--- config.mk ---
export PLATFORM = sky130hd
export DESIGN_NAME = cordic_top
export DESIGN_NICKNAME = d
export VERILOG_FILES = /design/src/logic/cordic_pkg.sv /design/src/logic/angle_fold.sv /design/src/logic/cordic_stage.sv /design/src/logic/result_format.sv /design/src/logic/cordic_top.sv
export SDC_FILE = /design/constraint.sdc
export NUM_CORES = 1
export LEC_CHECK = 0
export ABC_AREA = 1
export BUFFER_PORTS_ARGS = -buffer_cell sky130_fd_sc_hd__buf_4
export CELL_PAD_IN_SITES_DETAIL_PLACEMENT = 1
export CELL_PAD_IN_SITES_GLOBAL_PLACEMENT = 1
export CORE_ASPECT_RATIO = 2
export CORE_MARGIN = 2
export CORE_UTILIZATION = 36
export CTS_CLUSTER_SIZE = 12
export DETAILED_ROUTE_END_ITERATION = 16
export PLACE_DENSITY = 0.65
export SYNTH_ARGS = -nofsm -noshare
export SYNTH_HDL_FRONTEND = slang
export SYNTH_SLANG_ARGS = --single-unit
--- constraint.sdc ---
create_clock -name clk -period 4 [get_ports clk]
set_clock_uncertainty 0.15 [all_clocks]
set_input_delay 0.6 -clock clk [delete_from_list [all_inputs] [get_ports clk]]
set_output_delay 0.6 -clock clk [all_outputs]
set_load 0.005 [all_outputs]
--- src/logic/cordic_pkg.sv ---
package cordic_pkg;

    // input angle and output codes, signed Q1.6
    localparam int ANGLE_W = 8;
    localparam int FRAC_IO = 6;

    // rotation datapath, signed Q1.12
    localparam int WORK_W    = 14;
    localparam int FRAC_WORK = 12;

    // longest chain the arctangent table supports
    localparam int MAX_STAGES = 14;

    typedef logic signed [WORK_W-1:0]  work_t;
    typedef logic signed [ANGLE_W-1:0] io_t;

    // 1/K = 0.60725 in Q1.12, so the chain ends with unit magnitude
    localparam work_t CORDIC_GAIN_INIT = work_t'(2487);

    // atan(2^-idx) in Q1.12 units, rounded to nearest
    function automatic work_t atan_code(input int idx);
        work_t code;
        case (idx)
            0: begin
                code = work_t'(3217);
            end
            1: begin
                code = work_t'(1899);
            end
            2: begin
                code = work_t'(1003);
            end
            3: begin
                code = work_t'(509);
            end
            4: begin
                code = work_t'(256);
            end
            5: begin
                code = work_t'(128);
            end
            6: begin
                code = work_t'(64);
            end
            7: begin
                code = work_t'(32);
            end
            8: begin
                code = work_t'(16);
            end
            9: begin
                code = work_t'(8);
            end
            10: begin
                code = work_t'(4);
            end
            11: begin
                code = work_t'(2);
            end
            // from here on the angle sits at or below half an LSB,
            // held at one LSB so every stage still moves z
            default: begin
                code = work_t'(1);
            end
        endcase
        return code;
    endfunction

endpackage

--- src/logic/angle_fold.sv ---
`timescale 1ns/1ps

module angle_fold import cordic_pkg::*; (
    input  logic  clk,
    input  logic  rst_n,
    input  io_t   angle,
    output work_t x,
    output work_t y,
    output work_t z,
    output logic  neg
);

    // largest magnitude the rotation chain can converge on, about 1.56 rad
    localparam int ANGLE_LIMIT = 100;

    logic              angle_neg;
    logic [ANGLE_W-1:0] angle_mag;

    assign angle_neg = angle[ANGLE_W-1];

    // two's complement magnitude
    assign angle_mag = angle_neg ? ANGLE_W'(-angle) : ANGLE_W'(angle);

    always_ff @(posedge clk) begin
        if (!rst_n) begin
            x   <= '0;
            y   <= '0;
            z   <= '0;
            neg <= 1'b0;
        end else begin
            // start vector already scaled by the chain gain
            x   <= CORDIC_GAIN_INIT;
            y   <= '0;
            // Q1.6 to Q1.12
            z   <= work_t'(angle_mag) <<< (FRAC_WORK - FRAC_IO);
            neg <= angle_neg;
        end
    end

    // stage convergence only holds inside this range
    a_angle_range: assert property (
        @(posedge clk) disable iff (!rst_n)
        (angle <= ANGLE_LIMIT) && (angle >= -ANGLE_LIMIT)
    ) else $error("angle %0d outside +/-%0d", angle, ANGLE_LIMIT);

endmodule

--- src/logic/cordic_stage.sv ---
`timescale 1ns/1ps

module cordic_stage import cordic_pkg::*; #(
    parameter int SHIFT = 0
) (
    input  logic  clk,
    input  logic  rst_n,
    input  work_t x_in,
    input  work_t y_in,
    input  work_t z_in,
    input  logic  neg_in,
    output work_t x_out,
    output work_t y_out,
    output work_t z_out,
    output logic  neg_out
);

    // elementary angle for this stage
    localparam work_t ATAN = atan_code(SHIFT);

    // residual leaving this stage stays within one elementary angle,
    // the bound is kept at twice that for quantisation slack
    localparam int Z_LIMIT = 2 * int'(ATAN);

    logic  rot_neg;
    work_t x_shift;
    work_t y_shift;

    // negative residual means we overshot, so rotate back
    assign rot_neg = z_in[WORK_W-1];

    // arithmetic shifts keep the sign of the partner coordinate
    assign x_shift = x_in >>> SHIFT;
    assign y_shift = y_in >>> SHIFT;

    always_ff @(posedge clk) begin
        if (!rst_n) begin
            x_out   <= '0;
            y_out   <= '0;
            z_out   <= '0;
            neg_out <= 1'b0;
        end else begin
            if (rot_neg) begin
                // clockwise
                x_out <= x_in + y_shift;
                y_out <= y_in - x_shift;
                z_out <= z_in + ATAN;
            end else begin
                // counter clockwise
                x_out <= x_in - y_shift;
                y_out <= y_in + x_shift;
                z_out <= z_in - ATAN;
            end
            // sign of the original angle rides with its own data
            neg_out <= neg_in;
        end
    end

    // depends on the input range check and on every stage upstream
    a_residual_bound: assert property (
        @(posedge clk) disable iff (!rst_n)
        (z_out < Z_LIMIT) && (z_out > -Z_LIMIT)
    ) else $error("stage %0d residual %0d beyond %0d", SHIFT, z_out, Z_LIMIT);

endmodule

--- src/logic/result_format.sv ---
`timescale 1ns/1ps

module result_format import cordic_pkg::*; (
    input  logic  clk,
    input  logic  rst_n,
    input  work_t x,
    input  work_t y,
    input  logic  neg,
    output io_t   sine,
    output io_t   cosine
);

    // bits dropped going from Q1.12 to Q1.6
    localparam int DROP = FRAC_WORK - FRAC_IO;

    io_t sine_code;
    io_t cosine_code;
    io_t sine_signed;

    // sign, integer bit and top six fraction bits, rest truncated
    assign sine_code   = y[DROP +: ANGLE_W];
    assign cosine_code = x[DROP +: ANGLE_W];

    // sin(-a) = -sin(a), cosine is even so it is left alone
    always_comb begin
        if (neg) begin
            sine_signed = -sine_code;
        end else begin
            sine_signed = sine_code;
        end
    end

    always_ff @(posedge clk) begin
        if (!rst_n) begin
            sine   <= '0;
            cosine <= '0;
        end else begin
            sine   <= sine_signed;
            cosine <= cosine_code;
        end
    end

    // angles stay inside +/-pi/2, so at most one LSB of truncation
    // error may take cosine below zero
    a_cosine_floor: assert property (
        @(posedge clk) disable iff (!rst_n)
        cosine >= -1
    ) else $error("cosine %0d below -1 LSB", cosine);

endmodule

--- src/logic/cordic_top.sv ---
`timescale 1ns/1ps

module cordic_top import cordic_pkg::*; #(
    parameter int STAGES = 12
) (
    input  logic clk,
    input  logic rst_n,
    input  io_t  angle,
    output io_t  sine,
    output io_t  cosine
);

    // index k is the input of stage k, index STAGES feeds the formatter
    work_t x_chain   [0:STAGES];
    work_t y_chain   [0:STAGES];
    work_t z_chain   [0:STAGES-1];
    logic  neg_chain [0:STAGES];

    if (STAGES < 8 || STAGES > MAX_STAGES) begin : g_bad_stages
        $error("STAGES = %0d, must lie in 8..%0d", STAGES, MAX_STAGES);
    end

    angle_fold angle_fold_i (
        .clk   (clk),
        .rst_n (rst_n),
        .angle (angle),
        .x     (x_chain[0]),
        .y     (y_chain[0]),
        .z     (z_chain[0]),
        .neg   (neg_chain[0])
    );

    // stage k shifts by k and uses atan(2^-k)
    for (genvar k = 0; k < STAGES; k++) begin : g_stage
        if (k < STAGES - 1) begin : g_mid
            cordic_stage #(.SHIFT(k)) cordic_stage_i (
                .clk     (clk),
                .rst_n   (rst_n),
                .x_in    (x_chain[k]),
                .y_in    (y_chain[k]),
                .z_in    (z_chain[k]),
                .neg_in  (neg_chain[k]),
                .x_out   (x_chain[k+1]),
                .y_out   (y_chain[k+1]),
                .z_out   (z_chain[k+1]),
                .neg_out (neg_chain[k+1])
            );
        end else begin : g_last
            // final residual has no consumer
            cordic_stage #(.SHIFT(k)) cordic_stage_i (
                .clk     (clk),
                .rst_n   (rst_n),
                .x_in    (x_chain[k]),
                .y_in    (y_chain[k]),
                .z_in    (z_chain[k]),
                .neg_in  (neg_chain[k]),
                .x_out   (x_chain[k+1]),
                .y_out   (y_chain[k+1]),
                .z_out   (),
                .neg_out (neg_chain[k+1])
            );
        end
    end

    result_format result_format_i (
        .clk    (clk),
        .rst_n  (rst_n),
        .x      (x_chain[STAGES]),
        .y      (y_chain[STAGES]),
        .neg    (neg_chain[STAGES]),
        .sine   (sine),
        .cosine (cosine)
    );

endmodule

# Word-level counts from Yosys, hierarchy flattened
# Index checks and enable logic that the tools add are counted.
[classes] n_addsub=69 n_mux=37 n_reduce_logical=1
[op_table] op="$mux W14" n=34
[op_table] op="$add A14 B10 Y14" n=2
[op_table] op="$add A14 B10 Y14 const B" n=2
[op_table] op="$add A14 B11 Y14" n=2
[op_table] op="$add A14 B12 Y14" n=2
[op_table] op="$add A14 B13 Y14" n=2
[op_table] op="$add A14 B3 Y14" n=2
[op_table] op="$add A14 B4 Y14" n=2
[op_table] op="$add A14 B5 Y14" n=2
[op_table] op="$add A14 B6 Y14" n=2
[op_table] op="$add A14 B7 Y14" n=2
[op_table] op="$add A14 B8 Y14" n=2
[op_table] op="$add A14 B9 Y14" n=2
[op_table] op="$sub A14 B10 Y14" n=2
[op_table] op="$sub A14 B10 Y14 const B" n=2
[op_table] op="$sub A14 B11 Y14" n=2
[op_table] op="$sub A14 B12 Y14" n=2
[op_table] op="$sub A14 B13 Y14" n=2
[op_table] op="$sub A14 B3 Y14" n=2
[op_table] op="$sub A14 B4 Y14" n=2
[op_table] op="$sub A14 B5 Y14" n=2
[op_table] op="$sub A14 B6 Y14" n=2
[op_table] op="$sub A14 B7 Y14" n=2
[op_table] op="$sub A14 B8 Y14" n=2
[op_table] op="25 further kinds" n=27
[totals] register_bits=547 inputBits=10 out_inout_bits=16 elab_cells=161

# Depth between registers and ports, before layout
[depth] word_depth=2 mapped_depth=18 depth_no_buf=18

# Cells and area by module
# Synthesis repeated with hierarchy kept, for this count alone.
[unflattened] hier_cells=6454 area_unflattened_um2=42159.2
[by_module_without_submodules] module="cordic_stage at g_stage[0].g_mid.cordic_stage_i" area_each_um2=4176.5 instances=1 cells_each=667
[by_module_without_submodules] module="cordic_stage at g_stage[1].g_mid.cordic_stage_i" area_each_um2=3688.5 instances=1 cells_each=565
[by_module_without_submodules] module="cordic_stage at g_stage[2].g_mid.cordic_stage_i" area_each_um2=3468.3 instances=1 cells_each=519
[by_module_without_submodules] module="cordic_stage at g_stage[3].g_mid.cordic_stage_i" area_each_um2=3454.6 instances=1 cells_each=514
[by_module_without_submodules] module="cordic_stage at g_stage[10].g_mid.cordic_stage_i" area_each_um2=3450.8 instances=1 cells_each=557
[by_module_without_submodules] module="cordic_stage at g_stage[8].g_mid.cordic_stage_i" area_each_um2=3383.2 instances=1 cells_each=534
[by_module_without_submodules] module="cordic_stage at g_stage[9].g_mid.cordic_stage_i" area_each_um2=3372.0 instances=1 cells_each=541
[by_module_without_submodules] module="cordic_stage at g_stage[6].g_mid.cordic_stage_i" area_each_um2=3230.6 instances=1 cells_each=486
[by_module_without_submodules] module="cordic_stage at g_stage[4].g_mid.cordic_stage_i" area_each_um2=3210.6 instances=1 cells_each=482
[by_module_without_submodules] module="cordic_stage at g_stage[11].g_last.cordic_stage_i" area_each_um2=3194.3 instances=1 cells_each=476
[by_module_without_submodules] module="cordic_stage at g_stage[5].g_mid.cordic_stage_i" area_each_um2=3136.8 instances=1 cells_each=483
[by_module_without_submodules] module="cordic_stage at g_stage[7].g_mid.cordic_stage_i" area_each_um2=3121.7 instances=1 cells_each=467
[by_module_without_submodules] module="angle_fold" area_each_um2=674.4 instances=1 cells_each=85
[by_module_without_submodules] module="result_format" area_each_um2=596.8 instances=1 cells_each=78

# Least setup slack after synthesis
# OpenSTA, ideal clock, no wires.
[synth_timing] path_type="reg2reg" startpoint="reg g_stage[7].g_mid.cordic_stage_i.z_out[13]" endpoint="reg g_stage[8].g_mid.cordic_stage_i.x_out[8]" setup_time_ns=0.113 stages_incl_launch_ff=12 n_path_buf=2 t_required_ns=3.737 path_slack_ns=1.304 t_arrival_ns=2.433 cell_sequence="dfxtp_1 > clkbuf_1 > inv_1 > clkbuf_1 > o21ai_0 > fa_1 > nand3_1 > nand2_1 > a21boi_0 > o21ai_0 > nor2_1 > nor2_1"
[synth_between] elab_chain_len=1
[synth_rtl] element="start: declaration" line="cordic_stage.sv:14" source="output work_t z_out,"
[synth_rtl] element="start signal: assignment" line="cordic_stage.sv:47" source="z_out <= z_in + ATAN;"
[synth_rtl] element="start signal: assignment" line="cordic_stage.sv:52" source="z_out <= z_in - ATAN;"
[synth_rtl] element="$mux W14" line="cordic_stage.sv:43" source="if (rot_neg) begin"
[synth_rtl] element="end signal: assignment" line="cordic_stage.sv:45" source="x_out <= x_in + y_shift;"
[synth_rtl] element="end signal: assignment" line="cordic_stage.sv:50" source="x_out <= x_in - y_shift;"
[synth_rtl] element="end: declaration" line="cordic_stage.sv:12" source="output work_t x_out,"
# No other way between the ends.
# A chain may end at the register's enable or synchronous reset.

# Final worst setup path
[layout_timing] startpoint="reg g_stage[3].g_mid.cordic_stage_i.z_out[13]" endpoint="reg g_stage[4].g_mid.cordic_stage_i.y_out[8]"
[layout_between] elab_chain_len=1
[layout_rtl] element="start: declaration" line="cordic_stage.sv:14"
[layout_rtl] element="start signal: assignment" line="cordic_stage.sv:47"
[layout_rtl] element="start signal: assignment" line="cordic_stage.sv:52"
[layout_rtl] element="$mux W14" line="cordic_stage.sv:43"
[layout_rtl] element="end signal: assignment" line="cordic_stage.sv:46" source="y_out <= y_in - x_shift;"
[layout_rtl] element="end signal: assignment" line="cordic_stage.sv:51" source="y_out <= y_in + x_shift;"
[layout_rtl] element="end: declaration" line="cordic_stage.sv:13" source="output work_t y_out,"
# No other way between the ends.

==> results.sh <==
export IMPL_synthesis_area_um2=32700
export IMPL_fp_dieH_um=430
export IMPL_crit_required_ps=4410
export IMPL_overflow=0
export IMPL_path_class="flip-flop to flip-flop"
export IMPL_hold_violations=0
export IMPL_globalplace_congestion=0.902
export IMPL_setup_tns_final_ps=0
export IMPL_dp_hpwl_um=94200
export IMPL_wire_per_inst_um=19.0
export IMPL_cp_top_family="compound AO/OA/AOI/OAI gates"
export IMPL_async_flop_share_pct=0
export IMPL_fmax_mhz=302
export IMPL_tritoncts="yes"
export IMPL_max_slew_margin_rel_pct=43.3
export IMPL_core_um2=90200
export IMPL_fin_crit_sh_pct=82.7
export IMPL_grt_max_degree=163
export IMPL_path_cells="inv_1, nand2_1, xor2_1, inv_1, ha_1, a21oi_1, nand2_1, a21boi_0, o21ai_0, nand2_1, nand2_1, nor2_1"
export IMPL_final_cell_mix="nand2_1, nor2_1, inv_1"
export IMPL_path_buf_inv=2
export IMPL_routed_via_count=32100
export IMPL_grt_usage_pct=24.9
export IMPL_n_fill_cell=11700
export IMPL_syn_nets=5274
export IMPL_crit_fanout=18
export IMPL_startpoint_type="flip-flop"
export IMPL_cts_buffers=49
export IMPL_hp_class="input port to flip-flop"
export IMPL_drt_iter0_drc=899
export IMPL_syn_to_final_growth_pct=9.45
export IMPL_cpMostUsedCell="nand2_1"
export IMPL_post_route_min_period_ps=3310
export IMPL_drt_pass1_iterations=5
export IMPL_tightest_slew_ps=842
export IMPL_final_seq_area_um2=9210
export IMPL_cts_sinks=460
export IMPL_io_buffers=25
export IMPL_final_layout_size_suffix_gt1_share_pct=2.85
export IMPL_crit_path_end_kind="flip-flop"
export IMPL_max_stage_delay_ps=690
export IMPL_synth_seq_area_share_pct=28.1
export IMPL_syn_inst=4821
export IMPL_synth_avg_cell_area_um2=6.79
export IMPL_cts_buffer_depth=3
export IMPL_post_drt_via_cell_ratio=5.30
export IMPL_clkSlewWorstSetupHoldPaths_ps=60
export IMPL_die_w_um=217
export IMPL_slowest_stage="dfxtp_1"
export IMPL_grt_pass1_wl_um=182000
export IMPL_cts_max_level=2
export IMPL_io_pins=26
export IMPL_multi_input_area_um2=21100
export IMPL_grt_pass1_vias=34900
export IMPL_ant_nets=0
export IMPL_worstSkewPairLatency_ps=630
export IMPL_start_util_pct=36.3
export IMPL_num_nets_final=5294
export IMPL_slew_violations=0
export IMPL_final_common_cell="nand2_1"
export IMPL_die_area_um2=93500
export IMPL_drc=0
export IMPL_synth_main_ff_cell="dfxtp_1"
export IMPL_synth_warnings=0
export IMPL_status="completed"
export IMPL_cts_setup_buffers=0
export IMPL_finalSetupViolations=0
export IMPL_yosysUniqueCellTypes=49
export IMPL_antenna_found_initial=1
export IMPL_rsz0062_at_grt="no"
export IMPL_num_rows=156
export IMPL_root_buffer="clkbuf_16"
export IMPL_arrival_ps=3720
export IMPL_yosys_register_bits=460
export IMPL_routed_wl_um=115000
export IMPL_synth_edf_count=0
export IMPL_cap_violations=0
-- layer usage --
| metal | part of all wire (%) | vias up | GRT usage, % | wire (um) |
|---|---|---|---|---|
| li1 | - | 16000 | - | - |
| met1 | 30 | 15300 | 18.5 | 34200 |
| met4 | 8.3 | 0 | 18.2 | 9590 |
| met2 | 60 | 462 | 54.9 | 69400 |
| met5 | 0 | - | 0 | 0 |
| met3 | 1.8 | 371 | 2.34 | 2060 |
-- registers in the layout, indices dropped and copies added, names as in the netlist --
| name | count |
|---|---|
| angle_fold_i.z | 8 |
| result_format_i.sine | 8 |
| g_stage.g_mid.cordic_stage_i.neg_out | 11 |
| angle_fold_i.neg | 1 |
| angle_fold_i.x | 1 |
| g_stage.g_mid.cordic_stage_i.z_out | 124 |
| g_stage.g_last.cordic_stage_i.x_out | 8 |
| result_format_i.cosine | 8 |
| g_stage.g_mid.cordic_stage_i.x_out | 140 |
| g_stage.g_mid.cordic_stage_i.y_out | 142 |
| g_stage.g_last.cordic_stage_i.neg_out | 1 |
| g_stage.g_last.cordic_stage_i.y_out | 8 |
-- logic make-up after synthesis --
group                      Yosys count  share of synthesized area [%]
AOI/OAI and AO/OA                 1089                           17.8
xor gates and xnor gates           108                           2.89
DFF                                460                           28.1
and+or+nand+nor                   2085                           26.2
adders and majority gates          443                           17.6
buffers and inverters              636                           7.41
-- cells in the mapped netlist, drive strengths merged (5+ instances only) --
| cell type | number | area (um2) |
|---|---|---|
| nand2 | 1080 | 4080 |
| nor2 | 575 | 2180 |
| inv | 565 | 2120 |
| a21oi | 541 | 2710 |
| dfxtp | 460 | 9210 |
| ha | 415 | 5190 |
| o21ai | 392 | 1990 |
| nand3 | 316 | 1610 |
| xor2 | 87 | 762 |
| nand4 | 57 | 357 |
| clkbuf | 39 | 159 |
| nor3 | 36 | 191 |
| a31oi | 35 | 219 |
| o21bai | 35 | 263 |
| buf | 32 | 146 |
| fa | 28 | 561 |
| a21o | 26 | 195 |
| a21boi | 21 | 158 |
| xnor2 | 21 | 184 |
| o21a | 18 | 135 |
| nand3b | 7 | 52.6 |
| a211oi | 5 | 37.5 |
-- tightest hold or removal path: stages --
cell and delay, ps:
buf_4 90, nand2_1 50, inv_1 40
-- cell type report --
cell class / instances / share of cell area (%)
well taps: 1185 / 4.14
diodes: 1 / 0.00699
inverters: 565 / 5.92
clock inverters: 13 / 0.489
multi-input cells: 3725 / 58.9
clock buffers: 67 / 3.90
repair buffers: 40 / 0.950
flip-flops and latches: 460 / 25.7
-- final timing paths --
| kind | slack (ps) | startpoint | to | cells after the start |
|---|---|---|---|---|
| worst max-delay path | 690 | g_stage[3].g_mid.cordic_stage_i.z_out[13] | g_stage[4].g_mid.cordic_stage_i.y_out[8] | 12 |
| worst min-delay path | 40 | angle[0] | angle_fold_i.z[6] | 3 |
| worst max register to register | 690 | g_stage[3].g_mid.cordic_stage_i.z_out[13] | g_stage[4].g_mid.cordic_stage_i.y_out[8] | 12 |
| worst min register to register | 260 | g_stage[11].g_last.cordic_stage_i.x_out[8] | result_format_i.cosine[2] | 2 |
-- per-stage QoR --
| step | instances | area [um2] | util [%] | hold slack (ps) | setup WS, ps |
|---|---|---|---|---|---|
| after floorplan | 4821 | 32700 | - | 240 | 1300 |
| after global placement | 5972 | 34200 | 37.9 | 248 | 798 |
| after detailed placement | 5972 | 34200 | 37.9 | 253 | 746 |
| after CTS | 6055 | 35800 | 39.7 | 0.667 | 712 |
| after global routing | 6056 | 35800 | 39.7 | 18.4 | 482 |
| final | 6056 | 35800 | 39.7 | 35.8 | 693 |
-- timing repair --
action / in CTS / in global routing
gates resized for setup: 0 / 0
hold endpoints to repair: 2 / 0
hold buffers: 3 / 0
Power is not shown: default switching activity piles up to over one toggle a cycle in this logic, so the estimate is an artifact.
